`config.mk`:
```
export PLATFORM = sky130hd
export DESIGN_NAME = controller_flat
export DESIGN_NICKNAME = d
export VERILOG_FILES = /design/src/logic/cpuPkg.sv /design/src/logic/cpuIfs.sv /design/src/logic/controller.sv /design/src/flat_wrapper.sv
export SDC_FILE = /design/constraint.sdc
export NUM_CORES = 1
export LEC_CHECK = 0
export BUFFER_PORTS_ARGS = -buffer_cell sky130_fd_sc_hd__buf_4
export CAP_MARGIN = 20
export CORE_AREA = 3 3 40 42
export DETAILED_ROUTE_END_ITERATION = 8
export DIE_AREA = 0 0 43 45
export GPL_TIMING_DRIVEN = 0
export PLACE_DENSITY_LB_ADDON = 0.2
export SETUP_SLACK_MARGIN = 0.05
export SYNTH_ARGS = -nofsm -noshare
export SYNTH_HDL_FRONTEND = slang
export SYNTH_SLANG_ARGS = --single-unit
```
`constraint.sdc`:
```
create_clock -name clk -period 1.5 [get_ports clk]
set_clock_uncertainty 0.1 [all_clocks]
set_input_delay 0 -clock clk [delete_from_list [all_inputs] [get_ports clk]]
set_output_delay 0 -clock clk [all_outputs]
set_load 0.02 [all_outputs]
```
`src/logic/cpuPkg.sv`:
```
package cpuPkg;

	localparam int dataWidth = 16;
	localparam int regCount = 16;
	localparam int regAddrWidth = 4;
	localparam int memWords = 1024;
	localparam int memAddrWidth = 10; // low address bits used by the block memory
	localparam int ledWidth = 10;
	localparam int switchWidth = 10;

	localparam logic [dataWidth-1:0] ledAddr = 16'hFFFE; // store target for the leds
	localparam logic [dataWidth-1:0] switchAddr = 16'hFFFF; // load source for the switches

	// mux selects on ctrlIf
	localparam logic [1:0] pcSelNext = 2'd0;
	localparam logic [1:0] pcSelBranch = 2'd1;
	localparam logic [1:0] pcSelReg = 2'd2; // jal target
	localparam logic addrSelPc = 1'b0;
	localparam logic addrSelReg = 1'b1;
	localparam logic [1:0] bSelReg = 2'd0;
	localparam logic [1:0] bSelImm = 2'd1; // sign-extended imm
	localparam logic [1:0] bSelLui = 2'd2; // zero-extended imm, alu shifts it
	localparam logic [1:0] wbSelAlu = 2'd0;
	localparam logic [1:0] wbSelMem = 2'd1;
	localparam logic [1:0] wbSelPc1 = 2'd2;

	typedef enum logic [3:0] {
		opAdd, opSub, opAnd, opOr, opXor, opMov, opCmp, opAddi,
		opLui, opLoad, opStor, opBcond, opJal, opCmpi, opNop, opNopAlt
	} opcode;

	// anything past condAl never branches
	typedef enum logic [3:0] {
		condEq, condNe, condLt, condGe, condLo, condHs, condAl
	} condCode;

	typedef struct packed {
		opcode op;
		logic [regAddrWidth-1:0] rDst; // cond code for bcond
		logic [3:0] unused;
		logic [regAddrWidth-1:0] rSrc;
	} rTypeFields;

	typedef struct packed {
		opcode op;
		logic [regAddrWidth-1:0] rDst;
		logic [7:0] imm;
	} iTypeFields;

	typedef union packed {
		rTypeFields rType;
		iTypeFields iType;
	} instrWord;

	typedef struct packed {
		logic z; // equal
		logic n; // signed less
		logic l; // unsigned less
	} psrFlags;

	typedef enum logic [2:0] {aluAdd, aluSub, aluAnd, aluOr, aluXor, aluPassB, aluLui} aluOp;

	typedef enum logic [1:0] {stFetch, stDecode, stExecute, stWriteback} cpuState;

endpackage
```
`src/logic/cpuIfs.sv`:
```
`timescale 1ns/1ns

// control word from the FSM, instruction and flags back
interface ctrlIf;
	logic pcEn;
	logic irEn;
	logic rfWe;
	logic psrWe;
	logic [1:0] pcSel;
	logic addrSel;
	cpuPkg::aluOp aluSel;
	logic [1:0] bSel;
	logic [1:0] wbSel;
	logic memWe;
	logic retire; // last cycle of an instruction
	cpuPkg::instrWord instr;
	cpuPkg::psrFlags flags;

	modport controller (
		output pcEn, irEn, rfWe, psrWe, pcSel, addrSel, aluSel, bSel, wbSel, memWe, retire,
		input instr, flags
	);
	modport datapath (
		input pcEn, irEn, rfWe, psrWe, pcSel, addrSel, aluSel, bSel, wbSel, memWe, retire,
		output instr, flags
	);
endinterface


```
`src/logic/controller.sv`:
```
`timescale 1ns/1ns

module controller (
	input logic clk,
	input logic arstN,
	input logic run,
	ctrlIf.controller ctrl
);
	cpuPkg::cpuState state, stateNext;
	cpuPkg::opcode op;
	logic taken; // branch condition met

	assign op = ctrl.instr.rType.op;

	// condition code sits in the rDst field
	always_comb begin
		unique case (cpuPkg::condCode'(ctrl.instr.iType.rDst))
			cpuPkg::condEq: taken = ctrl.flags.z;
			cpuPkg::condNe: taken = !ctrl.flags.z;
			cpuPkg::condLt: taken = ctrl.flags.n;
			cpuPkg::condGe: taken = !ctrl.flags.n;
			cpuPkg::condLo: taken = ctrl.flags.l;
			cpuPkg::condHs: taken = !ctrl.flags.l;
			cpuPkg::condAl: taken = 1'b1;
			default: taken = 1'b0; // never
		endcase
	end

	always_comb begin
		unique case (state)
			cpuPkg::stFetch: stateNext = run ? cpuPkg::stDecode : cpuPkg::stFetch; // park while stopped
			cpuPkg::stDecode: stateNext = cpuPkg::stExecute;
			cpuPkg::stExecute: stateNext = (op == cpuPkg::opLoad) ? cpuPkg::stWriteback : cpuPkg::stFetch;
			default: stateNext = cpuPkg::stFetch;
		endcase
	end

	always_ff @(posedge clk or negedge arstN) begin
		if (!arstN) state <= cpuPkg::stFetch;
		else state <= stateNext;
	end

	// operand and alu selects follow the opcode, enables below gate their use
	always_comb begin
		unique case (op)
			cpuPkg::opSub, cpuPkg::opCmp, cpuPkg::opCmpi: ctrl.aluSel = cpuPkg::aluSub;
			cpuPkg::opAnd: ctrl.aluSel = cpuPkg::aluAnd;
			cpuPkg::opOr: ctrl.aluSel = cpuPkg::aluOr;
			cpuPkg::opXor: ctrl.aluSel = cpuPkg::aluXor;
			cpuPkg::opMov: ctrl.aluSel = cpuPkg::aluPassB;
			cpuPkg::opLui: ctrl.aluSel = cpuPkg::aluLui;
			default: ctrl.aluSel = cpuPkg::aluAdd; // add, addi
		endcase
		unique case (op)
			cpuPkg::opAddi, cpuPkg::opCmpi: ctrl.bSel = cpuPkg::bSelImm;
			cpuPkg::opLui: ctrl.bSel = cpuPkg::bSelLui;
			default: ctrl.bSel = cpuPkg::bSelReg;
		endcase
	end

	always_comb begin
		ctrl.pcEn = 1'b0;
		ctrl.irEn = 1'b0;
		ctrl.rfWe = 1'b0;
		ctrl.psrWe = 1'b0;
		ctrl.memWe = 1'b0;
		ctrl.retire = 1'b0;
		ctrl.pcSel = cpuPkg::pcSelNext;
		ctrl.addrSel = cpuPkg::addrSelPc; // fetch address by default
		ctrl.wbSel = cpuPkg::wbSelAlu;
		unique case (state)
			cpuPkg::stDecode: ctrl.irEn = 1'b1; // mem output holds the fetched word now
			cpuPkg::stExecute: begin
				ctrl.pcEn = (op != cpuPkg::opLoad); // load retires in writeback
				ctrl.retire = (op != cpuPkg::opLoad);
				unique case (op)
					cpuPkg::opAdd, cpuPkg::opSub, cpuPkg::opAnd, cpuPkg::opOr, cpuPkg::opXor,
					cpuPkg::opMov, cpuPkg::opAddi, cpuPkg::opLui: ctrl.rfWe = 1'b1;
					cpuPkg::opCmp, cpuPkg::opCmpi: ctrl.psrWe = 1'b1;
					cpuPkg::opLoad: ctrl.addrSel = cpuPkg::addrSelReg; // issue data address
					cpuPkg::opStor: begin
						ctrl.addrSel = cpuPkg::addrSelReg;
						ctrl.memWe = 1'b1;
					end
					cpuPkg::opBcond: ctrl.pcSel = taken ? cpuPkg::pcSelBranch : cpuPkg::pcSelNext;
					cpuPkg::opJal: begin
						ctrl.rfWe = 1'b1;
						ctrl.wbSel = cpuPkg::wbSelPc1; // link
						ctrl.pcSel = cpuPkg::pcSelReg;
					end
					default: ; // nop
				endcase
			end
			cpuPkg::stWriteback: begin
				ctrl.rfWe = 1'b1;
				ctrl.wbSel = cpuPkg::wbSelMem;
				ctrl.pcEn = 1'b1;
				ctrl.retire = 1'b1;
			end
			default: ;
		endcase
	end

	memWeInExecute: assert property (@(posedge clk) disable iff (!arstN)
		ctrl.memWe |-> state == cpuPkg::stExecute)
		else $error("memWe outside execute");
	pcEnWithRetire: assert property (@(posedge clk) disable iff (!arstN)
		ctrl.pcEn == ctrl.retire)
		else $error("pcEn and retire out of step");
	retireOneCycle: assert property (@(posedge clk) disable iff (!arstN)
		ctrl.retire |=> !ctrl.retire)
		else $error("retire held for more than one cycle");

endmodule

```
`src/flat_wrapper.sv`:
```
// flat-port wrapper written by rule: the top's interface ports become plain ports
module controller_flat 
  (clk, arstN, run, ctrl_pcEn, ctrl_irEn, ctrl_rfWe, ctrl_psrWe, ctrl_pcSel, ctrl_addrSel, ctrl_aluSel, ctrl_bSel, ctrl_wbSel, ctrl_memWe, ctrl_retire, ctrl_instr, ctrl_flags);
  ctrlIf ctrl_i ();
  input logic clk;
  input logic arstN;
  input logic run;
  output wire logic [$bits(ctrl_i.pcEn)-1:0] ctrl_pcEn;
  output wire logic [$bits(ctrl_i.irEn)-1:0] ctrl_irEn;
  output wire logic [$bits(ctrl_i.rfWe)-1:0] ctrl_rfWe;
  output wire logic [$bits(ctrl_i.psrWe)-1:0] ctrl_psrWe;
  output wire logic [$bits(ctrl_i.pcSel)-1:0] ctrl_pcSel;
  output wire logic [$bits(ctrl_i.addrSel)-1:0] ctrl_addrSel;
  output wire logic [$bits(ctrl_i.aluSel)-1:0] ctrl_aluSel;
  output wire logic [$bits(ctrl_i.bSel)-1:0] ctrl_bSel;
  output wire logic [$bits(ctrl_i.wbSel)-1:0] ctrl_wbSel;
  output wire logic [$bits(ctrl_i.memWe)-1:0] ctrl_memWe;
  output wire logic [$bits(ctrl_i.retire)-1:0] ctrl_retire;
  input wire logic [$bits(ctrl_i.instr)-1:0] ctrl_instr;
  input wire logic [$bits(ctrl_i.flags)-1:0] ctrl_flags;
  assign ctrl_pcEn = ctrl_i.pcEn;
  assign ctrl_irEn = ctrl_i.irEn;
  assign ctrl_rfWe = ctrl_i.rfWe;
  assign ctrl_psrWe = ctrl_i.psrWe;
  assign ctrl_pcSel = ctrl_i.pcSel;
  assign ctrl_addrSel = ctrl_i.addrSel;
  assign ctrl_aluSel = ctrl_i.aluSel;
  assign ctrl_bSel = ctrl_i.bSel;
  assign ctrl_wbSel = ctrl_i.wbSel;
  assign ctrl_memWe = ctrl_i.memWe;
  assign ctrl_retire = ctrl_i.retire;
  assign ctrl_i.instr = ctrl_instr;
  assign ctrl_i.flags = ctrl_flags;
  controller u_core (.clk(clk), .arstN(arstN), .run(run), .ctrl(ctrl_i));
endmodule
```
# Word level (Yosys, flattened, before mapping)
# Memory sizes are Yosys's and may differ from the RTL's.
# Index checks and enable logic that the tools add are counted.
dict set report totals {
  out_inout_bits 16
  memories 1
  inputBits 22
  romBits 48
  register_bits 2
}
# name depth word_bits read_ports rd_ports_with_merged_regs write_ports line
set memory_table {}
lappend memory_table {{(name not given)} 16 3 1 0 0 controller.sv:45} ;# unique case (op)
dict set report classes {
  eq_ne 23
  muxes 20
  reduce_logical 10
}
# op count
set ops {}
lappend ops {{4-bit by 3-bit equality test with 1-bit output (second input constant)} 7}
lappend ops {{4-bit equality test (second input constant)} 6}
lappend ops {{4-bit by 2-bit equality test with 1-bit output (second input constant)} 4}
lappend ops {{2-bit one-hot mux with 2 select lines} 3}
lappend ops {{1-bit two-way mux} 10}
lappend ops {{9-bit OR reduction} 1}
lappend ops {{4-bit by 1-bit equality test with 1-bit output (second input constant)} 2}
lappend ops {{4-bit logical NOT} 2}
lappend ops {{1-bit one-hot mux with 7 select lines} 1}
lappend ops {{2-bit two-way mux} 3}
lappend ops {{2-bit one-hot mux with 3 select lines} 1}
lappend ops {{2-bit OR reduction} 3}
lappend ops {{2-bit equality test (second input constant)} 2}
lappend ops {{4-bit inequality test (second input constant)} 1}
lappend ops {{1-bit one-hot mux with 2 select lines} 2}
lappend ops {{1-bit logical NOT} 3}
lappend ops {{2-bit by 1-bit equality test with 1-bit output (second input constant)} 1}
lappend ops {{2-bit logical NOT} 1}

# Logic depth before layout (Yosys ltp)
dict set report logic_depth {
  word_depth 5
  depth_mapped 5
}

# Worst setup path before layout
# No wires, ideal clock.
dict set report synth_timing {
  path_kind {reg-to-output}
  startpoint {register u_core.state[0]}
  endpoint {output ctrl_pcSel[0]}
  arrival_time_ns 1.205
  n_path_buf 0
  path_stages_with_launch 4
  slack_ns 0.195
  required_ns 1.400
  cell_sequence {dfrtp_1 -> and4bb_1 -> nand4bb_1 -> mux2i_1}
}
dict set report synth_via {
  elab_chain_len 2
}
# item line
set synth_lines {}
lappend synth_lines {{from (decl)} controller.sv:9} ;# cpuPkg::cpuState state, stateNext;
lappend synth_lines {{from (signal assigned)} controller.sv:39} ;# if (!arstN) state <= cpuPkg::stFetch;
lappend synth_lines {{from (signal assigned)} controller.sv:40} ;# else state <= stateNext;
lappend synth_lines {{2-bit equality test} controller.sv:71} ;# unique case (state)
lappend synth_lines {{2-bit two-way mux} controller.sv:71}
lappend synth_lines {{to (decl)} flat_wrapper.sv:12} ;# output wire logic [$bits(ctrl_i.pcSel)-1:0] ctrl_pcSel;
# No other way between the ends.

# Worst setup path after layout
# Same ends and word-level chain as after synthesis.

==> impl_metrics.json <==
{
  "grt_start_max_net_pins": 10,
  "ant_nets": 0,
  "cpMaxStageDelayCell": "dfrtp_1",
  "slowest_delay_ps": 370,
  "synth_top_area_cell": "dfrtp_1",
  "fin_total_pwr_uw": 445.9,
  "core_sq_um": 1285,
  "final_core_util": 0.5326,
  "worstSetupPathType": "register to primary output",
  "clkSinkCount": 2,
  "dp_hpwl_um": 825.9,
  "vias": 469,
  "hold_violations": 0,
  "synth_edf_count": 0,
  "io_pins": 38,
  "cts_tree": "built",
  "syn_inst": 50,
  "track_usage": 0.1214,
  "routabilityCongestion": 0.7377,
  "num_rows": 13,
  "slew_headroom": 0.8522,
  "yosysWarnings": 0,
  "synth_top_area_frac": 0.1307,
  "grt.overflow.total": 0,
  "worstMarginPinSlew_ps": 221.7,
  "routed_wl_um": 1106,
  "wl_per_cell_um": 10.95,
  "largestRegisters": "u_core.state: 2 flops",
  "start_util": 0.2980,
  "via_per_inst": 4.644,
  "areaGrowthSynthToFinish_pct": 78.76,
  "antenna_found_initial": 0,
  "worst_setup_path_end_kind": "primary output",
  "peakVddDrop_uv": 434.0,
  "synth_nets": 76,
  "power_density_nw_per_um2": 651.5,
  "clock_latency_ps": 230,
  "dpl_cell_area_sq_um": 611.8,
  "ys_types": 26,
  "synth_ff_type": "dfrtp_1",
  "grt_pass1_wl_um": 1745,
  "critPathMaxFanout": 3,
  "clk_pin_slew_ps": 30,
  "hold_slack_ps": 9.241,
  "synth_seq_cells": 2,
  "fin_setup_tns_ps": 0,
  "multi_input_area_sq_um": 305.3,
  "htreeDepth": 1,
  "n_fill_cell": 132,
  "leakage_nw": 0.3595,
  "grt_pass1_vias": 398,
  "drc": 0,
  "register_area_sq_um": 51.30,
  "die_area_sq_um": 1935,
  "fp.dieW_um": 43,
  "period_share": 0.9399,
  "crit_chain": "and4bb_1, nand4bb_1, mux2i_1, buf_4",
  "drt_iter0_drc": 8,
  "final_cell_area_sq_um": 684.4,
  "cap_violations": 0,
  "cts.path.max_buffers": 2,
  "antenna_cells": 0,
  "async_reset_ff_frac": 1.000,
  "avgSynthCellArea_sq_um": 7.657,
  "status": "finished, final reports clean",
  "largest_reg_flops": 2,
  "cts_buffers": 3,
  "setup_violations": 0,
  "nets": 114,
  "regMostFlops": "u_core.state",
  "io_buffer_count": 28,
  "die_h_um": 45,
  "slew_viol_final": 0,
  "yosysSeqAreaShare": 0.1307,
  "required_ps": 1400,
  "synth_area_sq_um": 382.9,
  "start_kind": "register",
  "rsz0062_at_grt": "yes",
  "dr.pass1.iters": 4,
  "yosysMostFrequentCell": "nand2_1",
  "root_buffer": "clkbuf_4",
  "layout-drive-gt1-share": 0.4535,
  "rrSetupSlack_ps": 460,
  "arrival_ps": 1310,
  "fmax_ghz": 0.7093,
  "ys_top_cells_by_area": "dfrtp_1 13%, ha_1 13%, mux2i_1 10%",
  "hold_path.class": "input port to register",
  "min_period_ps": 1410,
  "ys_top_cells_by_count": "6 x nand2_1, 5 x nor2_1, 4 x ha_1, 4 x mux2i_1"
}
## cell families after synthesis
| group | count (synthesis) | share of synthesized area |
|---|---|---|
| AO/OA/AOI/OAI | 11 | 0.1928 |
| adder cells (fa/ha/maj) | 4 | 0.1307 |
| buffers and inverters | 5 | 0.07843 |
| flip-flops | 2 | 0.1307 |
| multiplexers | 4 | 0.1046 |
| AND/OR/NAND/NOR | 24 | 0.3628 |
## critical path: cells and delay by family (launching register included)
family	cells	cell delay [ps]
buffers and inverters	1	160
flip-flops	1	370
AND/OR/NAND/NOR	2	400
multiplexers	1	150
## area by class of cell
type | instances | area share
Sequential cell | 2 | 0.07495
Buffer | 2 | 0.02742
Tap cell | 15 | 0.02742
Multi-Input combinational cell | 43 | 0.4461
Clock buffer | 3 | 0.03291
Inverter | 3 | 0.01645
Timing Repair Buffer | 33 | 0.3748
## routing by layer
layer | GRT usage | wire length (um) | vias up | share of wire
met2 | 0.1976 | 542 | 15 | 0.49
met3 | 0.03984 | 73 | 0 | 0.066
met5 | 0 | 0 | - | 0
li1 | - | - | 245 | -
met4 | 0.07229 | 0 | 0 | 0
met1 | 0.1391 | 490 | 209 | 0.44
## per-stage QoR
stage / worst slack, ps / cells
after global placement: 214.4 / 93
after floorplan: 194.8 / 50
after detailed placement: 195.1 / 93
after CTS: 58.04 / 100
final: 90.17 / 101
after global routing: -20.61 / 101
## placed cells by master (no fill, tap or decap), drive strengths merged, types with 2 or more instances in the layout
cell type and n:
clkbuf 3, and2 3, nor2b 2, buf 33
nor2 5, mux2i 4, ha 4, dlygate4sd3 2
o21a 2, a21oi 3, nand2 6, dfrtp 2
inv 3
## final timing paths
check / startpoint / endpoint / cells past startpoint
max: u_core.state[0] / ctrl_pcSel[0] / 4
min: run / u_core.state[0] / 4
max reg2reg: u_core.state[0] / u_core.state[1] / 3
min reg2reg: u_core.state[0] / u_core.state[0] / 2
max in group asynchronous: arstN / u_core.state[1] / 3
min in group asynchronous: arstN / u_core.state[0] / 3
## repair_timing
action / 4_1_cts / 5_1_grt
hold buffers: 2 / 0
hold endpoints to repair: 2 / 0
cloned: 0 / 0
pin swaps: 1 / 1
resized for setup: 1 / 2
setup buffers: 2 / 1
setup endpoints to repair: 1 / 3
## power by group
part	internal, mW	switching, mW	leakage (nW)
clock network	0.0886	0.0346	0.0138
registers	0.0653	0.00925	0.0244
logic	0.130	0.118	0.321
Note: power is estimated with default switching activity, not from simulation.
