**src/logic/cpuPkg.sv**
```systemverilog
package cpuPkg;

	localparam int dataWidth = 16;
	localparam int regCount = 16;
	localparam int regAddrWidth = 4;
	localparam int memWords = 1024;
	localparam int memAddrWidth = 10; // low address bits used by the block memory
	localparam int ledWidth = 10;
	localparam int switchWidth = 10;

	localparam logic [dataWidth-1:0] ledAddr = 16'hFFFE; // store target for the leds
	localparam logic [dataWidth-1:0] switchAddr = 16'hFFFF; // load source for the switches

	// mux selects on ctrlIf
	localparam logic [1:0] pcSelNext = 2'd0;
	localparam logic [1:0] pcSelBranch = 2'd1;
	localparam logic [1:0] pcSelReg = 2'd2; // jal target
	localparam logic addrSelPc = 1'b0;
	localparam logic addrSelReg = 1'b1;
	localparam logic [1:0] bSelReg = 2'd0;
	localparam logic [1:0] bSelImm = 2'd1; // sign-extended imm
	localparam logic [1:0] bSelLui = 2'd2; // zero-extended imm, alu shifts it
	localparam logic [1:0] wbSelAlu = 2'd0;
	localparam logic [1:0] wbSelMem = 2'd1;
	localparam logic [1:0] wbSelPc1 = 2'd2;

	typedef enum logic [3:0] {
		opAdd, opSub, opAnd, opOr, opXor, opMov, opCmp, opAddi,
		opLui, opLoad, opStor, opBcond, opJal, opCmpi, opNop, opNopAlt
	} opcode;

	// anything past condAl never branches
	typedef enum logic [3:0] {
		condEq, condNe, condLt, condGe, condLo, condHs, condAl
	} condCode;

	typedef struct packed {
		opcode op;
		logic [regAddrWidth-1:0] rDst; // cond code for bcond
		logic [3:0] unused;
		logic [regAddrWidth-1:0] rSrc;
	} rTypeFields;

	typedef struct packed {
		opcode op;
		logic [regAddrWidth-1:0] rDst;
		logic [7:0] imm;
	} iTypeFields;

	typedef union packed {
		rTypeFields rType;
		iTypeFields iType;
	} instrWord;

	typedef struct packed {
		logic z; // equal
		logic n; // signed less
		logic l; // unsigned less
	} psrFlags;

	typedef enum logic [2:0] {aluAdd, aluSub, aluAnd, aluOr, aluXor, aluPassB, aluLui} aluOp;

	typedef enum logic [1:0] {stFetch, stDecode, stExecute, stWriteback} cpuState;

endpackage
```
**src/logic/cpuIfs.sv**
```systemverilog
`timescale 1ns/1ns

// control word from the FSM, instruction and flags back
interface ctrlIf;
	logic pcEn;
	logic irEn;
	logic rfWe;
	logic psrWe;
	logic [1:0] pcSel;
	logic addrSel;
	cpuPkg::aluOp aluSel;
	logic [1:0] bSel;
	logic [1:0] wbSel;
	logic memWe;
	logic retire; // last cycle of an instruction
	cpuPkg::instrWord instr;
	cpuPkg::psrFlags flags;

	modport controller (
		output pcEn, irEn, rfWe, psrWe, pcSel, addrSel, aluSel, bSel, wbSel, memWe, retire,
		input instr, flags
	);
	modport datapath (
		input pcEn, irEn, rfWe, psrWe, pcSel, addrSel, aluSel, bSel, wbSel, memWe, retire,
		output instr, flags
	);
endinterface

// core side of the block memory
interface memIf;
	logic [cpuPkg::dataWidth-1:0] addr;
	logic [cpuPkg::dataWidth-1:0] wData;
	logic we;
	logic [cpuPkg::dataWidth-1:0] rData; // valid one cycle after addr

	modport master (output addr, wData, we, input rData);
	modport slave (input addr, wData, we, output rData);
endinterface

```
**src/logic/datapath.sv**
```systemverilog
`timescale 1ns/1ns

module datapath (
	input logic clk,
	input logic arstN,
	ctrlIf.datapath ctrl,
	memIf.master mem,
	output logic [cpuPkg::dataWidth-1:0] retirePc,
	output logic retireWe,
	output logic [cpuPkg::regAddrWidth-1:0] retireDst,
	output logic [cpuPkg::dataWidth-1:0] retireData
);
	logic [cpuPkg::dataWidth-1:0] pc, pcPlus1, branchTarget, pcNext;
	logic [cpuPkg::dataWidth-1:0] immSext, immZext;
	logic [cpuPkg::dataWidth-1:0] rData1, rData2; // rDst and rSrc values
	logic [cpuPkg::dataWidth-1:0] bOperand, aluY, wbData;
	cpuPkg::instrWord ir;
	cpuPkg::psrFlags psr, aluFlags;

	assign immSext = {{8{ir.iType.imm[7]}}, ir.iType.imm};
	assign immZext = {8'h00, ir.iType.imm}; // lui operand, alu shifts it up
	assign pcPlus1 = pc + 16'd1;
	assign branchTarget = pcPlus1 + immSext;

	always_comb begin
		unique case (ctrl.pcSel)
			cpuPkg::pcSelBranch: pcNext = branchTarget;
			cpuPkg::pcSelReg: pcNext = rData2; // jal through rSrc
			default: pcNext = pcPlus1;
		endcase
		unique case (ctrl.bSel)
			cpuPkg::bSelImm: bOperand = immSext;
			cpuPkg::bSelLui: bOperand = immZext;
			default: bOperand = rData2;
		endcase
		unique case (ctrl.wbSel)
			cpuPkg::wbSelMem: wbData = mem.rData; // load data, address was issued last cycle
			cpuPkg::wbSelPc1: wbData = pcPlus1;
			default: wbData = aluY;
		endcase
	end

	always_ff @(posedge clk or negedge arstN) begin
		if (!arstN) begin
			pc <= '0;
			ir <= '0;
			psr <= '0;
		end else begin
			if (ctrl.pcEn) pc <= pcNext;
			if (ctrl.irEn) ir <= mem.rData;
			if (ctrl.psrWe) psr <= aluFlags; // compares only
		end
	end

	registerFile regFile (
		.clk(clk), .arstN(arstN),
		.we(ctrl.rfWe), .wAddr(ir.rType.rDst), .wData(wbData),
		.rAddr1(ir.rType.rDst), .rAddr2(ir.rType.rSrc),
		.rData1(rData1), .rData2(rData2)
	);

	alu coreAlu (.op(ctrl.aluSel), .a(rData1), .b(bOperand), .y(aluY), .flags(aluFlags));

	assign mem.addr = (ctrl.addrSel == cpuPkg::addrSelReg) ? rData2 : pc; // data address in rSrc
	assign mem.wData = rData1; // store value from rDst
	assign mem.we = ctrl.memWe;

	assign ctrl.instr = ir;
	assign ctrl.flags = psr;

	// pc still holds the retiring instruction until the edge
	assign retirePc = pc;
	assign retireWe = ctrl.rfWe & ctrl.retire;
	assign retireDst = ir.rType.rDst;
	assign retireData = wbData;

	psrOnlyOnCompare: assert property (@(posedge clk) disable iff (!arstN)
		ctrl.psrWe |-> ir.rType.op inside {cpuPkg::opCmp, cpuPkg::opCmpi})
		else $error("psr written by a non-compare");

endmodule

```
**src/logic/registerFile.sv**
```systemverilog
`timescale 1ns/1ns

module registerFile (
	input logic clk,
	input logic arstN,
	input logic we,
	input logic [cpuPkg::regAddrWidth-1:0] wAddr,
	input logic [cpuPkg::dataWidth-1:0] wData,
	input logic [cpuPkg::regAddrWidth-1:0] rAddr1,
	input logic [cpuPkg::regAddrWidth-1:0] rAddr2,
	output logic [cpuPkg::dataWidth-1:0] rData1,
	output logic [cpuPkg::dataWidth-1:0] rData2
);
	logic [cpuPkg::dataWidth-1:0] regs [cpuPkg::regCount];

	always_ff @(posedge clk or negedge arstN) begin
		if (!arstN) begin
			for (int i = 0; i < cpuPkg::regCount; i++) regs[i] <= '0; // all zero at reset
		end else if (we) begin
			regs[wAddr] <= wData;
		end
	end

	// no bypass, a write shows up after the edge
	assign rData1 = regs[rAddr1];
	assign rData2 = regs[rAddr2];

endmodule

```
**src/logic/alu.sv**
```systemverilog
`timescale 1ns/1ns

module alu (
	input cpuPkg::aluOp op,
	input logic [cpuPkg::dataWidth-1:0] a,
	input logic [cpuPkg::dataWidth-1:0] b,
	output logic [cpuPkg::dataWidth-1:0] y,
	output cpuPkg::psrFlags flags
);
	logic [cpuPkg::dataWidth:0] diff; // a - b with borrow out
	logic overflow;

	assign diff = {1'b0, a} - {1'b0, b};
	assign overflow = (a[15] != b[15]) && (diff[15] != a[15]);

	always_comb begin
		unique case (op)
			cpuPkg::aluAdd: y = a + b;
			cpuPkg::aluSub: y = diff[cpuPkg::dataWidth-1:0];
			cpuPkg::aluAnd: y = a & b;
			cpuPkg::aluOr: y = a | b;
			cpuPkg::aluXor: y = a ^ b;
			cpuPkg::aluPassB: y = b; // mov
			cpuPkg::aluLui: y = {b[7:0], 8'h00};
			default: y = '0;
		endcase
	end

	// compare flags are always computed, psrWe decides whether they stick
	always_comb begin
		flags.z = (diff[cpuPkg::dataWidth-1:0] == '0);
		flags.n = diff[15] ^ overflow; // signed a < b
		flags.l = diff[cpuPkg::dataWidth]; // borrow means unsigned a < b
	end

endmodule

```
**src/flat_wrapper.sv**
```systemverilog
// flat-port wrapper written by rule: the top's interface ports become plain ports
module datapath_flat 
  (clk, arstN, retirePc, retireWe, retireDst, retireData, ctrl_pcEn, ctrl_irEn, ctrl_rfWe, ctrl_psrWe, ctrl_pcSel, ctrl_addrSel, ctrl_aluSel, ctrl_bSel, ctrl_wbSel, ctrl_memWe, ctrl_retire, ctrl_instr, ctrl_flags, mem_addr, mem_wData, mem_we, mem_rData);
  ctrlIf ctrl_i ();
  memIf mem_i ();
  input logic clk;
  input logic arstN;
  output logic [cpuPkg::dataWidth-1:0] retirePc;
  output logic retireWe;
  output logic [cpuPkg::regAddrWidth-1:0] retireDst;
  output logic [cpuPkg::dataWidth-1:0] retireData;
  input wire logic [$bits(ctrl_i.pcEn)-1:0] ctrl_pcEn;
  input wire logic [$bits(ctrl_i.irEn)-1:0] ctrl_irEn;
  input wire logic [$bits(ctrl_i.rfWe)-1:0] ctrl_rfWe;
  input wire logic [$bits(ctrl_i.psrWe)-1:0] ctrl_psrWe;
  input wire logic [$bits(ctrl_i.pcSel)-1:0] ctrl_pcSel;
  input wire logic [$bits(ctrl_i.addrSel)-1:0] ctrl_addrSel;
  input wire logic [$bits(ctrl_i.aluSel)-1:0] ctrl_aluSel;
  input wire logic [$bits(ctrl_i.bSel)-1:0] ctrl_bSel;
  input wire logic [$bits(ctrl_i.wbSel)-1:0] ctrl_wbSel;
  input wire logic [$bits(ctrl_i.memWe)-1:0] ctrl_memWe;
  input wire logic [$bits(ctrl_i.retire)-1:0] ctrl_retire;
  output wire logic [$bits(ctrl_i.instr)-1:0] ctrl_instr;
  output wire logic [$bits(ctrl_i.flags)-1:0] ctrl_flags;
  output wire logic [$bits(mem_i.addr)-1:0] mem_addr;
  output wire logic [$bits(mem_i.wData)-1:0] mem_wData;
  output wire logic [$bits(mem_i.we)-1:0] mem_we;
  input wire logic [$bits(mem_i.rData)-1:0] mem_rData;
  assign ctrl_i.pcEn = ctrl_pcEn;
  assign ctrl_i.irEn = ctrl_irEn;
  assign ctrl_i.rfWe = ctrl_rfWe;
  assign ctrl_i.psrWe = ctrl_psrWe;
  assign ctrl_i.pcSel = ctrl_pcSel;
  assign ctrl_i.addrSel = ctrl_addrSel;
  assign ctrl_i.aluSel = ctrl_aluSel;
  assign ctrl_i.bSel = ctrl_bSel;
  assign ctrl_i.wbSel = ctrl_wbSel;
  assign ctrl_i.memWe = ctrl_memWe;
  assign ctrl_i.retire = ctrl_retire;
  assign ctrl_instr = ctrl_i.instr;
  assign ctrl_flags = ctrl_i.flags;
  assign mem_addr = mem_i.addr;
  assign mem_wData = mem_i.wData;
  assign mem_we = mem_i.we;
  assign mem_i.rData = mem_rData;
  datapath u_core (.clk(clk), .arstN(arstN), .ctrl(ctrl_i), .mem(mem_i), .retirePc(retirePc), .retireWe(retireWe), .retireDst(retireDst), .retireData(retireData));
endmodule
```
**config.mk**
```make
export PLATFORM = sky130hd
export DESIGN_NAME = datapath_flat
export DESIGN_NICKNAME = d
export VERILOG_FILES = /design/src/logic/cpuPkg.sv /design/src/logic/cpuIfs.sv /design/src/logic/datapath.sv /design/src/logic/registerFile.sv /design/src/logic/alu.sv /design/src/flat_wrapper.sv
export SDC_FILE = /design/constraint.sdc
export NUM_CORES = 1
export LEC_CHECK = 0
export BUFFER_PORTS_ARGS = -buffer_cell sky130_fd_sc_hd__buf_2
export CAP_MARGIN = 20
export CORE_MARGIN = 1
export CORE_UTILIZATION = 45
export CTS_CLUSTER_DIAMETER = 60
export DETAILED_ROUTE_END_ITERATION = 12
export PLACE_DENSITY_LB_ADDON = 0.1
export SYNTH_ARGS = -nofsm -noshare
export SYNTH_HDL_FRONTEND = slang
export SYNTH_SLANG_ARGS = --single-unit
```
**constraint.sdc**
```tcl
create_clock -name clk -period 5.1 [get_ports clk]
set_input_delay 0.255 -clock clk [delete_from_list [all_inputs] [get_ports clk]]
set_output_delay 0.255 -clock clk [all_outputs]
set_load 0.01 [all_outputs]
```
Word-level counts from Yosys, hierarchy flattened
Index checks and enable logic that the tools add are counted.
{"block": "op_classes", "add_sub_neg": 4, "multipliers": 0, "n_div": 0, "order_cmp": 3, "n_eq_ne": 14, "shift": 0, "muxes": 14, "n_bitwise": 7, "reduce_logical": 4}
{"cell": "256-bit bitwise mux", "count": 1}
{"cell": "16-bit binary-select mux with 4-bit select", "count": 2}
{"cell": "16-bit case mux with 7 select lines", "count": 1}
{"cell": "16-bit two-way mux", "count": 6}
{"cell": "16-bit case mux with 2 select lines", "count": 3}
{"cell": "16-bit demux with 4-bit select", "count": 1}
{"cell": "16-bit adder", "count": 2}
{"cell": "16-bit by 16-bit subtractor with 17-bit output", "count": 1}
{"cell": "16-bit by 1-bit adder with 16-bit output, second input constant", "count": 1}
{"cell": "16-bit bitwise AND", "count": 1}
{"cell": "16-bit zero test", "count": 1}
{"cell": "16-bit bitwise OR", "count": 1}
{"cell": "16-bit bitwise XOR", "count": 1}
{"cell": "5-bit greater-or-equal comparator, second input constant", "count": 2}
{"cell": "4-bit inverter with 5-bit output", "count": 2}
{"cell": "3-bit equality test, second input constant", "count": 3}
{"cell": "2-bit by 1-bit equality test with 1-bit output, second input constant", "count": 3}
{"cell": "2-bit equality test, second input constant", "count": 3}
{"cell": "3-bit by 2-bit equality test with 1-bit output, second input constant", "count": 2}
{"cell": "5-bit by 1-bit less-than comparator with 1-bit output, second input constant", "count": 1}
{"cell": "3-bit by 1-bit equality test with 1-bit output, second input constant", "count": 1}
{"cell": "3-bit zero test", "count": 1}
{"cell": "1-bit logical AND", "count": 2}
{"cell": "1-bit != test", "count": 2}
{"cell": "other kinds (2)", "count": 2}
{"block": "word_totals", "regBits": 291, "latch_bits": 0, "mem_bits_rw": 0, "romBits": 0, "inputBits": 34, "elab_cells": 67, "memories": 0}

Depth between registers and ports, before layout
{"block": "depth", "word_depth": 9, "depth_mapped": 25, "depth_no_buf": 22}

By module
From an unflattened synthesis, not the netlist that was laid out.
{"block": "unflattened", "hier_cells": 1670, "area_unflattened_um2": 19651.3}
{"mod": "registerFile", "instances": 1, "cells_each": 848, "area_each_um2": 13310.3, "seq_area_each_um2": 6406.1}
{"mod": "datapath", "instances": 1, "cells_each": 414, "area_each_um2": 3408.3, "seq_area_each_um2": 875.8}
{"mod": "alu", "instances": 1, "cells_each": 408, "area_each_um2": 2932.8, "seq_area_each_um2": 0.0}

Worst setup path before layout
No wires, ideal clock.
{"block": "synth_path", "path_kind": "register to register", "startpoint": "register u_core.ir (netlist bit u_core.ctrl.instr[8])", "endpoint": "register u_core.psr (netlist bit u_core.ctrl.flags[2])", "setup_time_ns": 0.095, "arrival_time_ns": 5.554, "setup_slack_ns": -0.549, "path_stages_with_launch": 23, "period_less_slack_ns": 5.649, "cell_sequence": "dfrtp_1 clkbuf_1 buf_1 mux4_2 mux4_2 inv_1 ha_1 clkbuf_2 nor2b_1 o21bai_1 nand3b_1 o221a_2 o21bai_1 a21oi_1 o21bai_1 a21oi_1 fa_1 nand4b_1 nor3_1 and4_1 nand4b_1 or4_1 o31ai_1"}
{"block": "synth_between", "elab_chain_cells": 6}
{"element": "start: declaration", "line": "datapath.sv:17", "text": "cpuPkg::instrWord ir;"}
{"element": "start signal: assignment", "line": "datapath.sv:50", "text": "if (ctrl.irEn) ir <= mem.rData;"}
{"element": "4-bit inverter with 5-bit output (implied by the code)", "line": "registerFile.sv:25", "text": "assign rData1 = regs[rAddr1];"}
{"element": "16-bit binary-select mux with 4-bit select", "line": "registerFile.sv:25"}
{"element": "16-bit two-way mux (implied by the code) (2 in a row)", "line": "registerFile.sv:25"}
{"element": "named net mem_wData[5]", "line": "flat_wrapper.sv:26", "text": "output wire logic [$bits(mem_i.wData)-1:0] mem_wData;"}
{"element": "16-bit by 16-bit subtractor with 17-bit output", "line": "alu.sv:13", "text": "assign diff = {1'b0, a} - {1'b0, b};"}
{"element": "16-bit zero test", "line": "alu.sv:31", "text": "flags.z = (diff[cpuPkg::dataWidth-1:0] == '0);"}
{"element": "end signal: assignment", "line": "datapath.sv:51", "text": "if (ctrl.psrWe) psr <= aluFlags;"}
{"element": "end: declaration", "line": "datapath.sv:18", "text": "cpuPkg::psrFlags psr, aluFlags;"}
The timed path passes the listed nets, and every way through them passes these cells. The select of a mux whose other input is x is not followed.
A chain may end at the register's enable or synchronous reset.

Worst setup path in the final report
{"block": "layout_path", "startpoint": "register u_core.ir (netlist bit u_core.ctrl.instr[8])", "endpoint": "output retireData[13] in the netlist's numbering"}
{"block": "layout_between", "elab_chain_cells": 7, "word_cells_on_any_way": 11}
{"element": "4-bit inverter with 5-bit output (implied by the code) (*)", "line": "registerFile.sv:25"}
{"element": "16-bit binary-select mux with 4-bit select (*)", "line": "registerFile.sv:25"}
{"element": "16-bit two-way mux (implied by the code) (*) (2 in a row)", "line": "registerFile.sv:25"}
{"element": "16-bit by 16-bit subtractor with 17-bit output, or another cell as far along", "line": "alu.sv:13"}
{"element": "16-bit case mux with 7 select lines (*)", "line": "alu.sv:17", "text": "unique case (op)"}
{"element": "16-bit case mux with 2 select lines (*)", "line": "datapath.sv:36", "text": "unique case (ctrl.wbSel)"}
{"element": "end: declaration", "line": "flat_wrapper.sv:11", "text": "output logic [cpuPkg::dataWidth-1:0] retireData;"}
Mark *: on every way between the ends. The rest lies on a longest branch, timed or not. The select of a mux whose other input is x is not followed.

==> impl_metrics.json <==
{
  "syn-cell-area_um2": 19700,
  "wl_per_cell_um": 26.2,
  "die_w_um": 211,
  "n_antenna_cell": 0,
  "grt_pass1_vias": 16703,
  "end_kind": "output pin",
  "hold_slack_ps": 23.3,
  "initialDrtViolationCount": 1654,
  "peakVddDrop_mv": 0.281,
  "critPathKind": "flip-flop to output pin",
  "fin_nets": 2250,
  "avgSynthCellArea_um2": 10.5,
  "root_buffer": "clkbuf_16",
  "place_hpwl_um": 52100,
  "slew_violations": 0,
  "ys_seq_elements": 291,
  "synthCells": 1877,
  "totalPowerFinal_mw": 14.1,
  "hold_viol": 0,
  "start_util_pct": 45.7,
  "postRouteAntennaNets": 0,
  "holdCritPathClass": "input pin to flip-flop",
  "row_count": 76,
  "yosysUniqueCellTypes": 86,
  "setup-violations-final": 12,
  "clk_path_buf_depth": 3,
  "finalClockSkew_ps": 29.0,
  "numCtsBuffers": 39,
  "drt_wl_total_um": 72200,
  "dr_total_vias": 17015,
  "grt_max_degree": 98,
  "slew_headroom_pct": 26.6,
  "antenna_found_initial": 2,
  "path_max_fanout": 8,
  "grt-ovfl-total": 0,
  "chipHeight_um": 211,
  "yosysSeqAreaShare_pct": 37.0,
  "dieArea_um2": 44600,
  "worst_slew_pin_slew_ps": 1070,
  "syn2layout_area_growth_pct": 24.1,
  "final_util_pct": 56.7,
  "ios": 123,
  "place_congestion": 0.993,
  "violations": "negative setup slack",
  "drt-vias-per-instance": 6.18,
  "grt_usage_pct": 32.7,
  "port_buffers": 120,
  "max_freq_ghz": 0.177,
  "insertion_delay_ps": 570,
  "min_period_over_period_pct": 111,
  "setup_ws_ps": -558,
  "critPathLaunchType": "flip-flop",
  "synth_ff_type": "dfrtp_1",
  "grt_pass1_wl_um": 108000,
  "cts.reportedPaths.clkPinSlew_ps": 60,
  "drc_errors": 0,
  "fillers": 3709,
  "synth_edf_count": 0,
  "min_period_ps": 5660,
  "cts.sinks": 291,
  "worstPathArrival_ps": 5400,
  "pwr_density_cell_nw_per_um2": 577,
  "htree_levels": 2,
  "cts_tree": "yes",
  "drv_cap": 0,
  "layout-drive-gt1-share_pct": 34.9,
  "cp.required_ps": 4850,
  "power.leakage_nw": 10.8,
  "drt-pass1-iter-count": 5,
  "core_area_um2": 43100,
  "synthesis.nets": 1985,
  "rsz0062_at_grt": "true",
  "async_flop_share_pct": 100,
  "run_status": "finished, violations left",
  "synth_warnings": 0
}
-- kinds of logic (layout without fill, tap and decap cells) --
| family | after synthesis | count (layout) | synth area share, % |
|---|---|---|---|
| adder cells (fa/ha/maj) | 74 | 74 | 4.85 |
| XOR/XNOR | 44 | 44 | 1.96 |
| multiplexers | 273 | 273 | 24.2 |
| AO/OA/AOI/OAI | 499 | 499 | 16.4 |
| AND/OR/NAND/NOR | 459 | 459 | 10.4 |
| buffers and inverters | 237 | 530 | 5.18 |
| flip-flops | 291 | 291 | 37.0 |
-- metal layers --
metal / up-vias / part of all wire [%] / routed length (um) / GRT usage (%)
li1: 7552 / - / - / -
met1: 8641 / 43 / 31100 / 45.5
met2: 702 / 46 / 33100 / 50.2
met3: 118 / 7.5 / 5430 / 6.78
met4: 2 / 3.4 / 2480 / 12.4
met5: - / 0.024 / 17 / 0
-- report_power, final --
| part | total (mW) | switching [mW] | internal [mW] |
|---|---|---|---|
| clock network | 2.64 | 1.11 | 1.53 |
| logic | 7.47 | 3.76 | 3.71 |
| registers | 3.98 | 0.794 | 3.19 |
| total | 14.1 | 5.67 | 8.42 |
-- state kept, by name, indices dropped and copies added (netlist names) --
| register | cells |
|---|---|
| u_core.ctrl.flags | 3 |
| u_core.ctrl.instr | 16 |
| u_core.regFile.regs | 256 |
| u_core.retirePc | 16 |
-- repair_timing --
action,in CTS,in global routing
resized for setup,55,46
gates cloned,2,1
endpoints found under the setup margin,60,63
endpoints found under the hold margin,106,0
buffers inserted,50,14
pin swaps,23,16
hold buffers,14,0
-- cells in the final DEF, fill, tap and decap left out, types with 8 or more instances in the layout --
cell type / Yosys / layout
mux4_2: 132 / 135
a21o_1: 11 / 11
a221oi_1: 15 / 13
dfrtp_1: 291 / 285
nor2b_1: 14 / 13
dlygate4sd3_1: 0 / 14
mux4_1: 16 / 13
buf_2: 20 / 119
nand2b_1: 10 / 9
a21oi_1: 121 / 115
o31ai_1: 39 / 29
clkbuf_1: 102 / 9
o31ai_2: 1 / 10
nand3_1: 24 / 24
o21ai_1: 11 / 10
mux2i_1: 30 / 26
xnor2_1: 34 / 33
or3_1: 9 / 9
nor2_1: 115 / 112
nor3_1: 35 / 27
o21ai_0: 125 / 125
a22oi_1: 29 / 25
a31oi_1: 23 / 20
nand2_1: 205 / 204
clkbuf_16: 0 / 40
buf_12: 2 / 27
ha_1: 70 / 62
buf_6: 4 / 16
o22ai_1: 29 / 27
inv_1: 77 / 75
a221o_1: 8 / 8
mux2_2: 94 / 92
buf_4: 11 / 197
xor2_1: 10 / 10
-- Yosys cell counts, types with 14 or more instances --
cell / count / share of area [%]
o21ai_0: 125 / 3.2
mux4_2: 132 / 15
ha_1: 70 / 4.4
o22ai_1: 29 / 0.92
nor3_1: 35 / 0.89
dfrtp_1: 291 / 37
nand2_1: 205 / 3.9
nor2b_1: 14 / 0.44
a31oi_1: 23 / 0.73
a22oi_1: 29 / 1.1
o31ai_1: 39 / 1.5
buf_1: 17 / 0.32
nand3_1: 24 / 0.61
nor2_1: 115 / 2.2
mux4_1: 16 / 2.1
buf_2: 20 / 0.51
inv_1: 77 / 1.5
mux2i_1: 30 / 1.5
mux2_2: 94 / 5.4
xnor2_1: 34 / 1.5
a21oi_1: 121 / 3.1
clkbuf_1: 102 / 1.9
a221oi_1: 15 / 0.67
-- final cells by class --
cell class / instances / area, um^2 / area share, %
Tap cell: 585 / 732 / 3.00
Multi-Input combinational cell: 1349 / 11800 / 48.2
Clock buffer: 55 / 1110 / 4.53
Timing Repair Buffer: 381 / 3100 / 12.7
Inverter: 80 / 300 / 1.23
Clock inverter: 14 / 111 / 0.456
Sequential cell: 291 / 7300 / 29.9
-- final timing paths --
kind / from / endpoint / slack [ps] / depth (start not counted)
min reg2reg: u_core.regFile.regs[244] / u_core.regFile.regs[244] / 500 / 2
max in group asynchronous: arstN / u_core.regFile.regs[150] / 3450 / 3
max reg2reg: u_core.ctrl.instr[8] / u_core.ctrl.flags[2] / -310 / 22
min: mem_rData[13] / u_core.ctrl.instr[13] / 20 / 2
min in group asynchronous: arstN / u_core.regFile.regs[63] / 280 / 2
max: u_core.ctrl.instr[8] / retireData[13] / -560 / 26
-- metrics by stage --
stage / setup TNS [ps] / setup slack, ps / instance area [um^2] / cells
2_1_floorplan: -72.8 / -72.8 / 19800 / 1877
3_3_place_gp: -2890 / -255 / 22000 / 2612
3_5_place_dp: -5000 / -419 / 22000 / 2612
4_1_cts: -3610 / -640 / 24100 / 2741
5_1_grt: -8370 / -748 / 24400 / 2755
6_report: -2860 / -558 / 24400 / 2755
-- worst max-delay path: stages (launching register included) --
cell	delay [ps]
dfrtp_4	490
buf_12	160
buf_12	140
buf_12	130
mux4_2	420
mux4_2	520
buf_6	140
buf_6	100
buf_6	100
buf_6	110
ha_4	170
nand2b_4	60
and3_4	170
o21a_1	170
o221a_4	240
o21bai_4	70
buf_4	140
buf_6	100
buf_6	100
buf_6	100
buf_6	100
buf_6	100
mux2_4	320
a221oi_4	280
buf_12	170
o22ai_2	60
buf_2	160
Note: power is estimated with default switching activity, not from simulation.
